**src/verilog/mips_isa_pkg.sv**
```systemverilog
`default_nettype none

package mips_isa_pkg;

    //////////////////////////////////////////////////
    // Data path widths
    //////////////////////////////////////////////////

    localparam int WORD_W    = 32;
    localparam int REG_IDX_W = 5;
    localparam int OFF_W     = 2;

    // One data or address word
    typedef logic [WORD_W-1:0] word_t;

    // Architectural register number, r0 to r31
    typedef logic [REG_IDX_W-1:0] reg_idx_t;

    // Byte position inside a word
    typedef logic [OFF_W-1:0] byte_off_t;

    //////////////////////////////////////////////////
    // Access size codes
    //////////////////////////////////////////////////

    typedef logic [1:0] acc_size_t;

    // lb, lbu, sb
    localparam acc_size_t SIZE_BYTE = 2'd0;
    // lh, lhu, sh
    localparam acc_size_t SIZE_HALF = 2'd1;
    // lw, sw
    localparam acc_size_t SIZE_WORD = 2'd2;

endpackage

`default_nettype wire
```
**src/verilog/load_extract.sv**
```systemverilog
`timescale 1ns/1ps
`default_nettype none

module load_extract
    (
        input  wire mips_isa_pkg::word_t        i_word,
        input  wire mips_isa_pkg::acc_size_t    i_size,
        input  wire                             i_unsigned,
        input  wire mips_isa_pkg::byte_off_t    i_off,
        output mips_isa_pkg::word_t             o_result
    );

    logic [7:0]     sel_byte;
    logic [15:0]    sel_half;
    logic           byte_fill;
    logic           half_fill;

    //////////////////////////////////////////////////
    // Lane selection
    //////////////////////////////////////////////////

    always_comb
    begin
        case (i_off)
            2'd0:
            begin
                sel_byte = i_word[7:0];
            end
            2'd1:
            begin
                sel_byte = i_word[15:8];
            end
            2'd2:
            begin
                sel_byte = i_word[23:16];
            end
            default:
            begin
                sel_byte = i_word[31:24];
            end
        endcase
    end

    // Halves are aligned, so only offset bit 1 matters
    assign sel_half = i_off[1] ? i_word[31:16] : i_word[15:0];

    //////////////////////////////////////////////////
    // Extension
    //////////////////////////////////////////////////

    // lbu and lhu fill with zeros
    assign byte_fill = ~i_unsigned & sel_byte[7];
    assign half_fill = ~i_unsigned & sel_half[15];

    always_comb
    begin
        case (i_size)
            mips_isa_pkg::SIZE_BYTE:
            begin
                o_result = {{(mips_isa_pkg::WORD_W-8){byte_fill}}, sel_byte};
            end
            mips_isa_pkg::SIZE_HALF:
            begin
                o_result = {{(mips_isa_pkg::WORD_W-16){half_fill}}, sel_half};
            end
            default:
            begin
                o_result = i_word;
            end
        endcase
    end

endmodule

`default_nettype wire

```
**config.mk**
```make
export PLATFORM = sky130hd
export DESIGN_NAME = load_extract
export DESIGN_NICKNAME = d
export VERILOG_FILES = /design/src/verilog/mips_isa_pkg.sv /design/src/verilog/load_extract.sv
export SDC_FILE = /design/constraint.sdc
export NUM_CORES = 1
export LEC_CHECK = 0
export BUFFER_PORTS_ARGS = -buffer_cell sky130_fd_sc_hd__buf_2
export CAP_MARGIN = 15
export CORE_UTILIZATION = 42
export DETAILED_ROUTE_END_ITERATION = 8
export GPL_TIMING_DRIVEN = 0
export PLACE_DENSITY_LB_ADDON = 0.12
export SKIP_LAST_GASP = 1
export SLEW_MARGIN = 20
export SYNTH_ARGS = -nofsm -noshare
export SYNTH_HDL_FRONTEND = slang
export SYNTH_SLANG_ARGS = --single-unit
export TNS_END_PERCENT = 50
```
**constraint.sdc**
```tcl
create_clock -name vclk -period 1.6
set_clock_uncertainty 0.15 [all_clocks]
set_input_delay 0.08 -clock vclk [all_inputs]
set_output_delay 0.08 -clock vclk [all_outputs]
set_load 0.05 [all_outputs]
```
==> results of run 1 <==
[through the flow]
step                instance area, sq um  setup WS, ns  total power, mW  TNS (ns)  util, %
finish                              1450       -0.0353            0.710    -0.144     80.6
global route                        1450       -0.0556            0.742    -0.637     80.6
floorplan                            895        -0.184            0.472     -1.91        -
CTS                                 1380       -0.0317            0.680    -0.217     76.7
global placement                    1260        -0.199            0.621     -3.25     70.0
detailed placement                  1260        -0.237            0.629     -3.47     70.0
[final timing paths]
check	startpoint	endpoint	slack [ns]
worst min-delay path	i_word[22]	o_result[22]	0.38
worst max-delay path	i_size[1]	o_result[24]	-0.04
[layer usage]
metal	global-route usage, %	wire length [um]	part of all wire [%]
met4	6.29	61	1.9
met5	0	0	0
met2	45.8	1600	50
met3	0.385	246	7.6
met1	38.6	1310	41
[layout by cell type (no fill, tap or decap), drive strengths merged]
cell type,n
o21ba,1
o211ai,17
inv,1
nand2,25
clkinv,1
o221ai,8
a32oi,1
buf,84
clkbuf,8
o22a,7
a22oi,9
nor3,1
or3,1
or2,1
nor2b,9
mux2i,15
mux2,2
[timing repair]
item                                    CTS  global route
buffers inserted                          3             5
pin swaps                                 2             1
gates cloned                              2             0
endpoints found under the setup margin   27            21
hold buffers                              0             0
gates resized for setup                  27            20
[worst max-delay path, stage by stage]
cell      delay, ns
buf_6          0.11
or2_4          0.26
or3_1          0.36
buf_6          0.15
buf_8          0.14
o211ai_2       0.09
buf_6          0.19
[cell type report]
cell class	count	area [sq um]
fillers	130	349
inverters	2	7.51
multi-input cells	97	779
plain buffers	15	120
well taps	25	31.3
repair buffers	77	514
[power groups by stage]
stage	Sequential (mW)	Clock [mW]	Combinational [mW]
CTS	0	0	0.680
global placement	0	0	0.621
floorplan	0	0	0.472
global route	0	0	0.742
finish	0	0	0.710
detailed placement	0	0	0.629
[logic make-up after synthesis]
logic type / count (synthesis) / synth area share (%)
AOI/OAI and AO/OA: 43 / 47.6
and+or+nand+nor: 37 / 19.8
buffers and inverters: 18 / 12.1
muxes: 17 / 20.4
==> out/results.ini, run 1 <==
[layout]
num_antenna_cells=0
regArea_sq_um=0
layout-drive-gt1-share_pct=55.5
num-nets-final=230
n_clock_buffer=0
stdcell_count=216
area_delta_synth_final_pct=71.7
seq_cells=0

[yosys]
synth_nets=152
yosysMostFrequentCell=nand2_1
netlist_area_sq_um=846
syn_inst=115
synth_seq_area_share_pct=0
synth_area_leader_cell=mux2i_1
syn_area_per_cell_sq_um=7.35
synth_top_area_share_pct=17.8
yosys.cell_types.count=20
synth_common_cells=nand2_1, mux2i_1, o211ai_2
synth.area.top_cells=mux2i_1, o211ai_2, nand2_1
yosysWarnings=0

[timing]
maxSlewViolCount=0
worst_pin_slew_ns=0.679
layout_min_cycle_time_ns=1.64
maxSlewHeadroom_pct=54.7
max_freq_ghz=0.612
post-route-period-util_pct=102
setup_viol=9
rsz0062_at_grt=true
hold_viol=0
hold-worst-slack_ns=0.377
fin_ws_ns=-0.0353

[detailed_routing]
vias_per_cell=5.79
vias=1251
first_iter_violations=52
wl_um=3220
drtPass1Iterations=4
drc=0
post_drt_wl_per_cell_um=14.9
detail-route-antenna-nets=0

[setup_path]
worst_setup_path_end_kind=output port
path_max_fanout=10
startpoint_type=primary input
cp.arrival_ns=1.41
required_ns=1.37
crit_type=primary input to output port

[power_and_ir_drop]
p_clk_share_pct=0
cellLeakagePower_nw=0.711
p_int_uw=253
switching_share_pct=64.4
power_density_mw_per_mm2=489
ir_drop_mv=0.339
p_sw_uw=457
seqPwrFrac_pct=0
p_comb_share_pct=100.0

[global_routing]
grtUsageTotal_pct=27.2
grt_pass1_wl_um=4350
antenna_found_initial=0
grt_pass1_vias=934
overflow=0
grt_max_degree=11

[floorplanning]
rows=15
die_w_um=46.9
start_util_pct=46.9
core_sq_mm=0.00180
die_area_sq_mm=0.00220
die_h_um=46.9
io_pins=69

[min_path]
hold_depth=4
hp-class=primary input to output port

[outcome]
status=finished with violations
violations=setup timing

[placement]
detailed_place_hpwl_um=2300
gp_congestion=0.837
io_buffers=67
placedCellCount=207

[flow_run]
drv_cap=0

Power figures use the tool's default switching activity.
==> run 2, diff against run 1 <==
Settings changed: CORE_UTILIZATION 42 to 45, GPL_TIMING_DRIVEN 0 to default.
Clock period 1.6 ns to 2 ns, I/O delays scaled along.
==> run 2 against run 1 <==
Net effect:
- the run now ends clean
- count of clock-buffer cells in the layout did not move
- die area fell by 6.4%
- non-clock buffer count fell by 14
- hold slack improved by 0.11 ns
- cell count fell by 6.5%
- routed wire length fell by 16%
- sequential share of layout area did not move
- sequential cell count did not move
- utilization fell by 12 points
- critical path type unchanged
- critical endpoint is now o_result[14]
- highest routed layer unchanged
==> out/results.ini, run 2 (synthesis results as in run 1) <==
[min_path]
hold_depth=4  ; unchanged
hp-class=primary input to output port  ; unchanged

[detailed_routing]
detail-route-antenna-nets=0  ; unchanged
first_iter_violations=20  ; was 52
drc=0  ; unchanged
vias=1160  ; was 1251
vias_per_cell=5.74  ; was 5.79
wl_um=2690  ; was 3220 um
post_drt_wl_per_cell_um=13.3  ; was 14.9 um
drtPass1Iterations=4  ; unchanged

[setup_path]
slowest_stage=buf_2  ; was or3_1
startpoint_type=primary input  ; unchanged
max_stage_delay_ns=0.30  ; was 0.36 ns
path_max_fanout=15  ; was 10
crit_type=primary input to output port  ; unchanged
worst_setup_path_end_kind=output port  ; unchanged
required_ns=1.75  ; was 1.37 ns
critical_path_cell_count=6  ; was 7
cp.arrival_ns=1.45  ; was 1.41 ns
cp_common_cell=buf_2  ; was buf_6
critical_path.top_delay_family=buffers and inverters  ; was simple AND/OR/NAND/NOR gates
worstPathCellList=buf_2 > inv_1 > a32oi_2 > buf_4 > o221ai_1 > buf_2  ; was buf_6 > or2_4 > or3_1 > buf_6 > buf_8 > o211ai_2 > buf_6
timing.critical_path.buf_inv=4  ; unchanged

[timing]
worst_pin_slew_ns=0.374  ; was 0.679 ns
post-route-period-util_pct=84.8
layout_min_cycle_time_ns=1.70
max_freq_ghz=0.590
maxSlewHeadroom_pct=75.0  ; was 54.7%
rsz0062_at_grt=false  ; was true
hold_viol=0  ; unchanged
setup_viol=0  ; was 9
hold-worst-slack_ns=0.489  ; was 0.377 ns
maxSlewViolCount=0  ; unchanged

[placement]
io_buffers=69  ; was 67
detailed_place_hpwl_um=2040  ; was 2300 um
gp_congestion=0.801  ; was 0.837

[clock_network]
postCtsSetupBuffers=0  ; was 3
cts_resized=0  ; was 27
hold_buffers=0  ; unchanged

[flow_run]
drv_cap=0  ; unchanged

[power_and_ir_drop]
cellLeakagePower_nw=0.615  ; was 0.711 nW
total_power_uw=487  ; was 710 uW
ir_drop_mv=0.240  ; was 0.339 mV
power_density_mw_per_mm2=407  ; was 489 mW/mm^2

[layout]
n_clock_buffer=0  ; unchanged
multiInputGateArea_sq_um=743  ; was 779 sq um
seq_cells=0  ; unchanged
filler_cell_count=153  ; was 130
area_delta_synth_final_pct=41.3  ; was 71.7%
num_antenna_cells=0  ; unchanged
regArea_sq_um=0  ; unchanged
fin_util_pct=68.5  ; was 80.6%
final_common_cell=buf_2  ; unchanged
layout_common_cells=buf_2, nand2_1, mux2i_1, o211ai_2  ; was buf_2, nand2_1, buf_4, buf_6, mux2i_1
layout-drive-gt1-share_pct=52.0  ; was 55.5%
num-nets-final=216  ; was 230

[outcome]
status=finished clean  ; was finished with violations

[global_routing]
grt_pass1_wl_um=3910  ; was 4350 um
antenna_found_initial=0  ; unchanged
grt_pass1_vias=864  ; was 934
grtUsageTotal_pct=24.7  ; was 27.2%
grt_max_degree=30  ; was 11
overflow=0  ; unchanged

[floorplanning]
start_util_pct=48.5  ; was 46.9%
die_h_um=45.4  ; was 46.9 um
die_w_um=45.4  ; was 46.9 um
die_area_sq_mm=0.00206  ; was 0.00220 sq mm
core_sq_mm=0.00175  ; was 0.00180 sq mm
io_pins=69  ; unchanged
rows=15  ; unchanged

## run 2: cell types whose count changed in the layout (fill, tap and decap cells not counted), sizes merged
| cell | previous run | this run |
|---|---|---|
| clkbuf | 8 | 0 |
| buf | 84 | 78 |
## run 2: path summary, 6_finish.rpt
path,from,endpoint,slack (ns)
worst max-delay path,i_size[0],o_result[14],0.30
worst min-delay path,i_word[18],o_result[18],0.49
## run 2: area by class of cell
type / count / area share (%)
Inverter: 2 / 0.628
Multi-Input combinational cell: 97 / 62.2
Tap cell: 25 / 2.62
Timing Repair Buffer: 78 / 34.6
## run 2: worst min-delay path: stages
cell	delay, ns
buf_2	0.10
nand2_1	0.05
o211ai_1	0.07
buf_2	0.21
## run 2: through the flow
stage,area [sq um],instances,setup TNS [ns],setup WS [ns]
finish,1190,202,0,0.305
CTS,1190,202,0,0.311
global placement,1190,202,0,0.351
detailed placement,1190,202,0,0.311
floorplan,846,115,-0.0325,-0.0108
global route,1190,202,0,0.208
## run 2: metal layers
metal	share of wire (%)	GRT usage, %	up-vias
met5	0	0	-
met2	50	42.6	60
li1	-	-	565
met3	7.1	0.800	2
met4	0.56	3.03	0
met1	43	34.8	533
## run 2: where the power goes
group          switching [mW]  leakage (nW)  internal (mW)
clock network               0             0              0
logic                   0.342         0.615          0.145
registers                   0             0              0
total                   0.342         0.615          0.145
