`config.mk`:
```
export PLATFORM = sky130hd
export DESIGN_NAME = access_align
export DESIGN_NICKNAME = d
export VERILOG_FILES = /design/src/verilog/mem_cfg_pkg.sv /design/src/verilog/mips_isa_pkg.sv /design/src/verilog/access_align.sv
export SDC_FILE = /design/constraint.sdc
export NUM_CORES = 1
export LEC_CHECK = 0
export BUFFER_PORTS_ARGS = -buffer_cell sky130_fd_sc_hd__buf_2
export CAP_MARGIN = 20
export CORE_MARGIN = 1.5
export CORE_UTILIZATION = 24
export DETAILED_ROUTE_END_ITERATION = 10
export PLACE_DENSITY = 0.84
export SLEW_MARGIN = 25
export SYNTH_ARGS = -nofsm -noshare
export SYNTH_HDL_FRONTEND = slang
export SYNTH_SLANG_ARGS = --single-unit
```
`constraint.sdc`:
```
create_clock -name vclk -period 0.8
set_input_delay 0.08 -clock vclk [all_inputs]
set_output_delay 0.08 -clock vclk [all_outputs]
set_load 0.005 [all_outputs]
```
`src/verilog/mem_cfg_pkg.sv`:
```
`default_nettype none

package mem_cfg_pkg;

    //////////////////////////////////////////////////
    // Data memory geometry
    //////////////////////////////////////////////////

    // Words held by the RAM
    localparam int MEM_DEPTH = 256;
    localparam int MEM_IDX_W = $clog2(MEM_DEPTH);

    typedef logic [MEM_IDX_W-1:0] mem_idx_t;

    // One write enable per byte lane
    localparam int BYTE_LANES = 4;

    typedef logic [BYTE_LANES-1:0] byte_en_t;

endpackage

`default_nettype wire

```
`src/verilog/mips_isa_pkg.sv`:
```
`default_nettype none

package mips_isa_pkg;

    //////////////////////////////////////////////////
    // Data path widths
    //////////////////////////////////////////////////

    localparam int WORD_W    = 32;
    localparam int REG_IDX_W = 5;
    localparam int OFF_W     = 2;

    // One data or address word
    typedef logic [WORD_W-1:0] word_t;

    // Architectural register number, r0 to r31
    typedef logic [REG_IDX_W-1:0] reg_idx_t;

    // Byte position inside a word
    typedef logic [OFF_W-1:0] byte_off_t;

    //////////////////////////////////////////////////
    // Access size codes
    //////////////////////////////////////////////////

    typedef logic [1:0] acc_size_t;

    // lb, lbu, sb
    localparam acc_size_t SIZE_BYTE = 2'd0;
    // lh, lhu, sh
    localparam acc_size_t SIZE_HALF = 2'd1;
    // lw, sw
    localparam acc_size_t SIZE_WORD = 2'd2;

endpackage

`default_nettype wire
```
`src/verilog/access_align.sv`:
```
`timescale 1ns/1ps
`default_nettype none

module access_align
    (
        input  wire                         i_valid,
        input  wire                         i_is_store,
        input  wire mips_isa_pkg::acc_size_t i_size,
        input  wire mips_isa_pkg::word_t    i_addr,
        input  wire mips_isa_pkg::word_t    i_wdata,
        output logic                        o_wr_en,
        output logic                        o_rd_en,
        output mem_cfg_pkg::mem_idx_t       o_idx,
        output mem_cfg_pkg::byte_en_t       o_byte_en,
        output mips_isa_pkg::word_t         o_lane_data,
        output logic                        o_misaligned
    );

    mips_isa_pkg::byte_off_t    off;
    logic                       bad_align;

    assign off = i_addr[1:0];

    //////////////////////////////////////////////////
    // Alignment check
    //////////////////////////////////////////////////

    // Bytes are always legal, halves need an even address,
    // words need both offset bits clear
    always_comb
    begin
        case (i_size)
            mips_isa_pkg::SIZE_BYTE:
            begin
                bad_align = 1'b0;
            end
            mips_isa_pkg::SIZE_HALF:
            begin
                bad_align = off[0];
            end
            default:
            begin
                bad_align = (off != 2'b00);
            end
        endcase
    end

    // Misaligned accesses never reach the RAM
    assign o_wr_en      = i_valid &  i_is_store & ~bad_align;
    assign o_rd_en      = i_valid & ~i_is_store & ~bad_align;
    assign o_misaligned = i_valid & bad_align;

    // Word index from the bits above the offset, upper bits wrap
    assign o_idx = i_addr[mem_cfg_pkg::MEM_IDX_W+1:2];

    //////////////////////////////////////////////////
    // Store lane placement
    //////////////////////////////////////////////////

    // Data is replicated to every lane so that the enables alone pick the target
    always_comb
    begin
        case (i_size)
            mips_isa_pkg::SIZE_BYTE:
            begin
                o_lane_data = {mem_cfg_pkg::BYTE_LANES{i_wdata[7:0]}};
                o_byte_en   = mem_cfg_pkg::byte_en_t'(1) << off;
            end
            mips_isa_pkg::SIZE_HALF:
            begin
                o_lane_data = {(mem_cfg_pkg::BYTE_LANES/2){i_wdata[15:0]}};
                // Upper or lower half of the word
                o_byte_en   = off[1] ? 4'b1100 : 4'b0011;
            end
            default:
            begin
                o_lane_data = i_wdata;
                o_byte_en   = '1;
            end
        endcase
    end

endmodule

`default_nettype wire

```
==> results of run 1 <==
-- placed cells by master, fill, tap and decap left out, types with 2 or more instances in the layout --
| cell type | synthesis | layout |
|---|---|---|
| buf_2 | 1 | 58 |
| o21bai_1 | 4 | 4 |
| buf_8 | 0 | 3 |
| o21ai_2 | 1 | 2 |
| mux2i_2 | 0 | 3 |
| a21oi_1 | 2 | 2 |
| buf_12 | 0 | 3 |
| o21ai_1 | 7 | 6 |
| buf_6 | 2 | 20 |
| buf_4 | 17 | 5 |
| mux2_4 | 0 | 16 |
| mux2i_1 | 8 | 5 |
| nand2_2 | 0 | 2 |
| nand2_1 | 9 | 7 |
-- repair_timing --
| action | in CTS | in global routing |
|---|---|---|
| setup endpoints to repair | 27 | 27 |
| pin swaps | 6 | 5 |
| setup buffers | 2 | 2 |
| resized for setup | 46 | 15 |
| cloned | 1 | 0 |
-- metrics by stage --
stage	total power [mW]	instance area [um2]	hold slack [ns]	util, %	TNS, ns
floorplan	0.287	584	0.225	-	0
global placement	0.496	910	0.160	40.3	-3.60
detailed placement	0.504	910	0.160	40.3	-3.83
CTS	0.701	1170	0.160	51.9	-1.72
global route	0.803	1240	0.160	55.0	-2.46
finish	0.746	1240	0.160	55.0	-1.89
-- cells by family after synthesis --
| logic type | synth area share (%) |
|---|---|
| AO/OA/AOI/OAI | 15.6 |
| buffers and inverters | 27.2 |
| multiplexers | 44.5 |
| AND/OR/NAND/NOR | 12.6 |
-- cell usage after synthesis --
library cell | instances | area (um2)
buf_2 | 1 | 5.00
nor2_4 | 1 | 11.3
buf_6 | 2 | 22.5
nor2b_1 | 1 | 6.26
or2_2 | 1 | 6.26
inv_1 | 1 | 3.75
a21oi_1 | 2 | 10.0
and3_1 | 1 | 6.26
nor2_1 | 1 | 3.75
o21ai_2 | 1 | 8.76
nand2_1 | 9 | 33.8
buf_4 | 17 | 128
o21bai_1 | 4 | 30.0
mux2i_1 | 8 | 80.1
a21o_1 | 1 | 7.51
nand2b_1 | 1 | 6.26
mux2_2 | 16 | 180
o21ai_1 | 7 | 35.0
-- where the power goes --
group | internal [mW] | switching [mW]
Sequential | 0 | 0
Combinational | 0.477 | 0.269
Clock | 0 | 0
-- path summary, 6_finish.rpt --
kind | startpoint | to | cells after the start
setup / recovery | i_size[0] | o_lane_data[13] | 5
hold / removal | i_addr[2] | o_idx[0] | 0
-- cell type report --
cell class / count / area [um2] / area share, %
Tap cell: 28 / 35.0 / 2.83
Multi-Input combinational cell: 54 / 515 / 41.6
Timing Repair Buffer: 90 / 686 / 55.3
Inverter: 1 / 3.75 / 0.303
-- metal layers --
| layer | up-vias | share of wire (%) | global-route usage [%] |
|---|---|---|---|
| met5 | - | 0 | 0 |
| met4 | 0 | 0.41 | 1.28 |
| met3 | 4 | 8.7 | 1.71 |
| met2 | 49 | 54 | 29.2 |
| met1 | 354 | 37 | 16.5 |
| li1 | 385 | - | - |
==> flow_metrics.py, run 1 <==
metrics = {
    "placement": {
        "gp_congestion": 0.668,
        "dp_cells": 168,
        "dpl.hpwl_um": 1560,
        "pre_cts_ws_ns": -0.240,
        "numPortBuffers": 77,
    },
    "setup_path": {
        "cp-end-kind": "output port",
        "critPathTopFamily": "buffers and inverters",
        "cp_cell_sequence": "buf_8, nor2_4, buf_12, mux2_4, buf_6",
        "arrival_ns": 0.86,
        "critPathBufInv": 3,
        "start_kind": "primary input",
        "cp_slowest_cell": "mux2_4",
        "path_max_fanout": 8,
        "worstSetupPathType": "primary input to output port",
        "worst_ep_required_time_ns": 0.72,
        "max_stage_delay_ns": 0.31,
    },
    "sta": {
        "slew_viol_final": 0,
        "post-route-min-period_ns": 0.941,
        "rsz0062_at_grt": "true",
        "min_period_over_period_pct": 118,
        "setup_slack_ns": -0.141,
        "worstMarginPinSlew_ns": 0.162,
        "finalSetupViolations": 24,
        "hold_violations": 0,
        "max_slew_margin_pct": 89.0,
        "timing.fmax_mhz": 1060,
    },
    "floorplanning": {
        "rows": 17,
        "start_util_pct": 25.9,
        "core-area_um2": 2250,
        "die_x_um": 52.3,
        "die_area_um2": 2740,
        "pin_count": 115,
        "die_y_um": 52.3,
    },
    "layout": {
        "final-seq-area_um2": 0,
        "layoutNonFillerInstCount": 173,
        "clkbuf_count": 0,
        "n_fill_cell": 243,
        "seq_cells": 0,
        "synthToLayoutAreaGrowth_pct": 112,
        "drive_above_1_share_pct": 80.0,
        "final_nets": 215,
        "antenna_cells": 0,
    },
    "route": {
        "first_iter_violations": 8,
        "first_pass_iters": 4,
        "viasPerCell": 4.58,
        "drc": 0,
        "totalWireLength_um": 2190,
        "antenna_left": 0,
        "vias": 792,
        "wl_per_cell_um": 12.7,
    },
    "power": {
        "power.leakage_nw": 0.691,
        "peakVddDrop_v": 0.000350,
        "p_per_area_nw_per_um2": 601,
    },
    "logic_synthesis": {
        "postSynthNetCount": 143,
        "ys_warn_count": 0,
        "syn_inst": 75,
        "synth_area_um2": 584,
        "yosysUniqueCellTypes": 18,
        "ys_seq_area_share_pct": 0,
        "syn_area_per_cell_um2": 7.79,
    },
    "status": {
        "failed_checks": "setup timing",
        "status": "finished with violations",
    },
    "global_route": {
        "first_global_vias": 736,
        "grt_max_degree": 9,
        "grt.total_usage_pct": 14.5,
        "grt_pass1_wl_um": 3220,
        "antenna_found_initial": 0,
        "overflow": 0,
    },
    "job": {
        "drv_cap": 0,
    },
    "hold_path": {
        "min_path_type": "primary input to output port",
    },
    "clocking": {
        "cts_hold_buf": 0,
    },
}
(Power assumes the default switching activity.)
==> run 2: changes to the inputs <==
- BUFFER_PORTS_ARGS: -buffer_cell sky130_fd_sc_hd__buf_2 -> unset
- CORE_AREA: unset -> 2 2 44 46
- CORE_MARGIN: 1.5 -> unset
- CORE_UTILIZATION: 24 -> unset
- DIE_AREA: unset -> 0 0 46 48
- DONT_BUFFER_PORTS: unset -> 1
- PLACE_DENSITY: 0.84 -> 0.53
==> flow_metrics.py, run 2 (synthesized netlist as in run 1, its figures left out) <==
metrics = {
    "status": {
        "status": "completed",
    },
    "layout": {
        "synthToLayoutAreaGrowth_pct": -22.9,
        "final_common_cell": "mux2_2",
        "drive_above_1_share_pct": 34.5,
        "final-seq-area_um2": 0,
        "fin_area_um2": 450,
        "final_nets": 125,
        "layout_common_cells": "16 x mux2_2, 9 x nand2_1, 8 x mux2i_1",
        "seq_cells": 0,
        "antenna_cells": 0,
        "clkbuf_count": 0,
    },
    "floorplanning": {
        "die_y_um": 48,
        "die_area_um2": 2210,
        "pin_count": 115,
        "core-area_um2": 1690,
        "die_x_um": 46,
        "start_util_pct": 34.6,
        "rows": 15,
    },
    "setup_path": {
        "critPathTopFamily": "multiplexers",
        "critPathBufInv": 0,
        "cp-end-kind": "output port",
        "cp_slowest_cell": "mux2_2",
        "cp_cell_sequence": "nor2_4, mux2_2",
        "max_stage_delay_ns": 0.39,
        "arrival_ns": 0.70,
        "start_kind": "primary input",
        "worstSetupPathType": "primary input to output port",
        "worst_ep_required_time_ns": 0.72,
        "path_max_fanout": 12,
    },
    "route": {
        "viasPerCell": 6.36,
        "antenna_left": 0,
        "drc": 0,
        "totalWireLength_um": 1240,
        "wl_per_cell_um": 17.2,
        "first_iter_violations": 0,
        "vias": 458,
        "first_pass_iters": 1,
    },
    "sta": {
        "post-route-min-period_ns": 0.784,
        "hold_violations": 0,
        "slew_viol_final": 0,
        "worstMarginPinSlew_ns": 0.260,
        "finalSetupViolations": 0,
        "min_period_over_period_pct": 98.0,
        "max_slew_margin_pct": 82.6,
        "rsz0062_at_grt": "true",
        "holdWs_ns": 0.160,
        "timing.fmax_mhz": 1270,
    },
    "power": {
        "p_per_area_nw_per_um2": 452,
        "power.leakage_nw": 0.185,
        "peakVddDrop_v": 0.000130,
    },
    "global_route": {
        "overflow": 0,
        "grt.total_usage_pct": 8.34,
        "first_global_vias": 341,
        "antenna_found_initial": 0,
        "grt_pass1_wl_um": 1420,
        "grt_max_degree": 31,
    },
    "placement": {
        "gp_congestion": 0.642,
        "dpl.hpwl_um": 1010,
        "placedInstanceArea_um2": 450,
        "numPortBuffers": 0,
    },
    "hold_path": {
        "worstHoldStart": "i_addr[9]",
        "min_path_type": "primary input to output port",
        "worstHoldPathCells": 0,
        "holdPathEnd": "o_idx[7]",
    },
    "clocking": {
        "cts_hold_buf": 0,
    },
    "job": {
        "drv_cap": 0,
    },
}
[run 2: worst max-delay path by stage]
| stage | cells past startpoint | slack, ns | endpoint | startpoint |
|---|---|---|---|---|
| after global routing | 2 | -0.01 | o_lane_data[8] | i_size[0] |
| after global placement | 2 | 0.005 | o_lane_data[9] | i_size[1] |
| after detailed placement | 2 | 0.008 | o_lane_data[9] | i_size[1] |
| final | 2 | 0.02 | o_lane_data[8] | i_size[0] |
| after floorplan | 2 | 0.10 | o_lane_data[10] | i_size[1] |
| after CTS | 2 | 0.006 | o_lane_data[9] | i_size[1] |
[run 2: final cells by class]
type	count	area, um2
multi-input combinational	54	425
inverter	1	3.75
tap	17	21.3
fill	196	1240
[run 2: through the flow]
step                      power (mW)  setup slack, ns  std cells  TNS, ns  utilization (%)
after floorplan                0.287            0.102         75        0                -
after global placement         0.203          0.00464         72        0             26.7
after detailed placement       0.206          0.00829         72        0             26.7
after CTS                      0.207          0.00589         72        0             26.7
after global routing           0.222         -0.00999         72  -0.0556             26.7
final                          0.203           0.0157         72        0             26.7
[run 2: per-layer routing]
| layer | wire [um] | vias up | track usage (%) |
|---|---|---|---|
| met5 | 0 | - | 0 |
| met4 | 4 | 0 | 0.571 |
| met3 | 137 | 2 | 1.13 |
| met2 | 649 | 50 | 18.6 |
| met1 | 448 | 199 | 8.13 |
| li1 | - | 207 | - |
[run 2: power by group]
part           internal, mW  switching, mW
Sequential                0              0
Clock                     0              0
Combinational         0.115         0.0888
[run 2: repair_timing]
action / 4_1_cts / 5_1_grt
resized for setup: 0 / 0
setup buffers: 0 / 0
endpoints found under the setup margin: 0 / 8
==> run 3: changes to the inputs <==
- ABC_AREA: unset -> 1
- PLACE_DENSITY: 0.53 -> 0.52
==> flow_metrics.py, run 3 <==
metrics = {
    "global_route": {
        "grt_max_degree": 20,
        "grt_pass1_wl_um": 2160,
        "antenna_found_initial": 0,
        "first_global_vias": 497,
        "grt.total_usage_pct": 12.7,
        "overflow": 0,
    },
    "layout": {
        "layout_common_cells": "60 x nand2_1, 16 x nand3_1, 4 x o21ai_1, 4 x inv_1, 3 x nor2_1",
        "final_common_cell": "nand2_1",
        "final_nets": 166,
        "seq_cells": 0,
        "antenna_cells": 0,
        "final-seq-area_um2": 0,
        "clkbuf_count": 0,
        "synthToLayoutAreaGrowth_pct": -24.7,
        "layoutNonFillerInstCount": 113,
        "drive_above_1_share_pct": 9.38,
    },
    "logic_synthesis": {
        "syn_inst": 116,
        "netlist.area_leader.share_pct": 38.6,
        "ys_warn_count": 0,
        "ys_top_cells_by_count": "60 x nand2_1, 18 x buf_4, 16 x nand3_1",
        "postSynthNetCount": 184,
        "syn_area_per_cell_um2": 5.03,
        "synth_area_leader_cell": "nand2_1",
        "yosysUniqueCellTypes": 12,
        "synthTopCellsByArea": "nand2_1 39%, buf_4 23%, nand3_1 14%",
        "ys_seq_area_share_pct": 0,
        "synth_area_um2": 583,
        "synth.most_common_cell": "nand2_1",
    },
    "power": {
        "p_per_area_nw_per_um2": 489,
        "peakVddDrop_v": 0.0000943,
        "power.leakage_nw": 0.270,
    },
    "sta": {
        "worstMarginPinSlew_ns": 0.240,
        "timing.fmax_mhz": 1640,
        "max_slew_margin_pct": 83.9,
        "post-route-min-period_ns": 0.609,
        "hold_violations": 0,
        "slew_viol_final": 0,
        "finalSetupViolations": 0,
        "min_period_over_period_pct": 76.1,
        "tns_ns": 0,
        "rsz0062_at_grt": "false",
    },
    "clocking": {
        "cts_resized": 0,
        "cts_hold_buf": 0,
        "post_cts_buffers": 0,
    },
    "floorplanning": {
        "rows": 15,
        "start_util_pct": 34.5,
        "die_area_um2": 2210,
        "die_x_um": 46,
        "die_y_um": 48,
        "pin_count": 115,
        "core-area_um2": 1690,
    },
    "route": {
        "antenna_left": 0,
        "drc": 0,
        "first_iter_violations": 7,
        "wl_per_cell_um": 15.0,
        "vias": 636,
        "first_pass_iters": 4,
        "totalWireLength_um": 1700,
        "viasPerCell": 5.63,
    },
    "setup_path": {
        "max_stage_delay_ns": 0.20,
        "worstSetupPathType": "primary input to output port",
        "arrival_ns": 0.53,
        "critPathTopFamily": "compound AO/OA/AOI/OAI gates",
        "start_kind": "primary input",
        "cp_cell_sequence": "inv_4, nand2_2, a21oi_2",
        "path_max_fanout": 19,
        "cp-end-kind": "output port",
        "cp_slowest_cell": "a21oi_2",
        "critPathBufInv": 1,
        "worst_ep_required_time_ns": 0.72,
    },
    "status": {
        "status": "completed",
    },
    "job": {
        "drv_cap": 0,
    },
    "placement": {
        "gp_congestion": 0.612,
        "numPortBuffers": 0,
        "dp_cells": 113,
        "dpl.hpwl_um": 1350,
    },
    "hold_path": {
        "min_path_type": "primary input to output port",
    },
}
## run 3: final timing paths
check                 endpoint  depth (start not counted)  startpoint  slack, ns
worst max-delay path   o_rd_en                          3   i_size[1]       0.19
worst min-delay path  o_idx[3]                          0   i_addr[5]       0.16
## run 3: cells by family after synthesis
logic type / synth area share, %
buf+inv: 35.2
compound gates: 6.44
simple gates: 58.4
## run 3: through the flow
step | area [um2] | worst slack [ns] | hold slack, ns | total power, mW | utilization [%]
after floorplan | 583 | 0.153 | 0.220 | 0.286 | -
after global placement | 439 | 0.194 | 0.160 | 0.213 | 26.0
after detailed placement | 439 | 0.174 | 0.160 | 0.218 | 26.0
after CTS | 439 | 0.178 | 0.160 | 0.218 | 26.0
after global routing | 439 | 0.127 | 0.160 | 0.247 | 26.0
final | 439 | 0.191 | 0.160 | 0.215 | 26.0
## run 3: per-layer routing
layer	GRT usage [%]	wire [um]	vias to the layer above
li1	-	-	302
met2	23.9	900	45
met4	1.14	13	0
met3	1.89	161	2
met1	15.8	624	287
met5	0	0	-
## run 3: area by class of cell
type | count | area, um2
fill | 204 | 1250
timing repair buffer | 2 | 15.0
tap | 17 | 21.3
inverter | 6 | 25.0
multi-input combinational | 88 | 378
## run 3: report_power, final
| part | switching, mW | total, mW | internal, mW |
|---|---|---|---|
| clock network | 0 | 0 | 0 |
| logic | 0.138 | 0.215 | 0.0766 |
| registers | 0 | 0 | 0 |
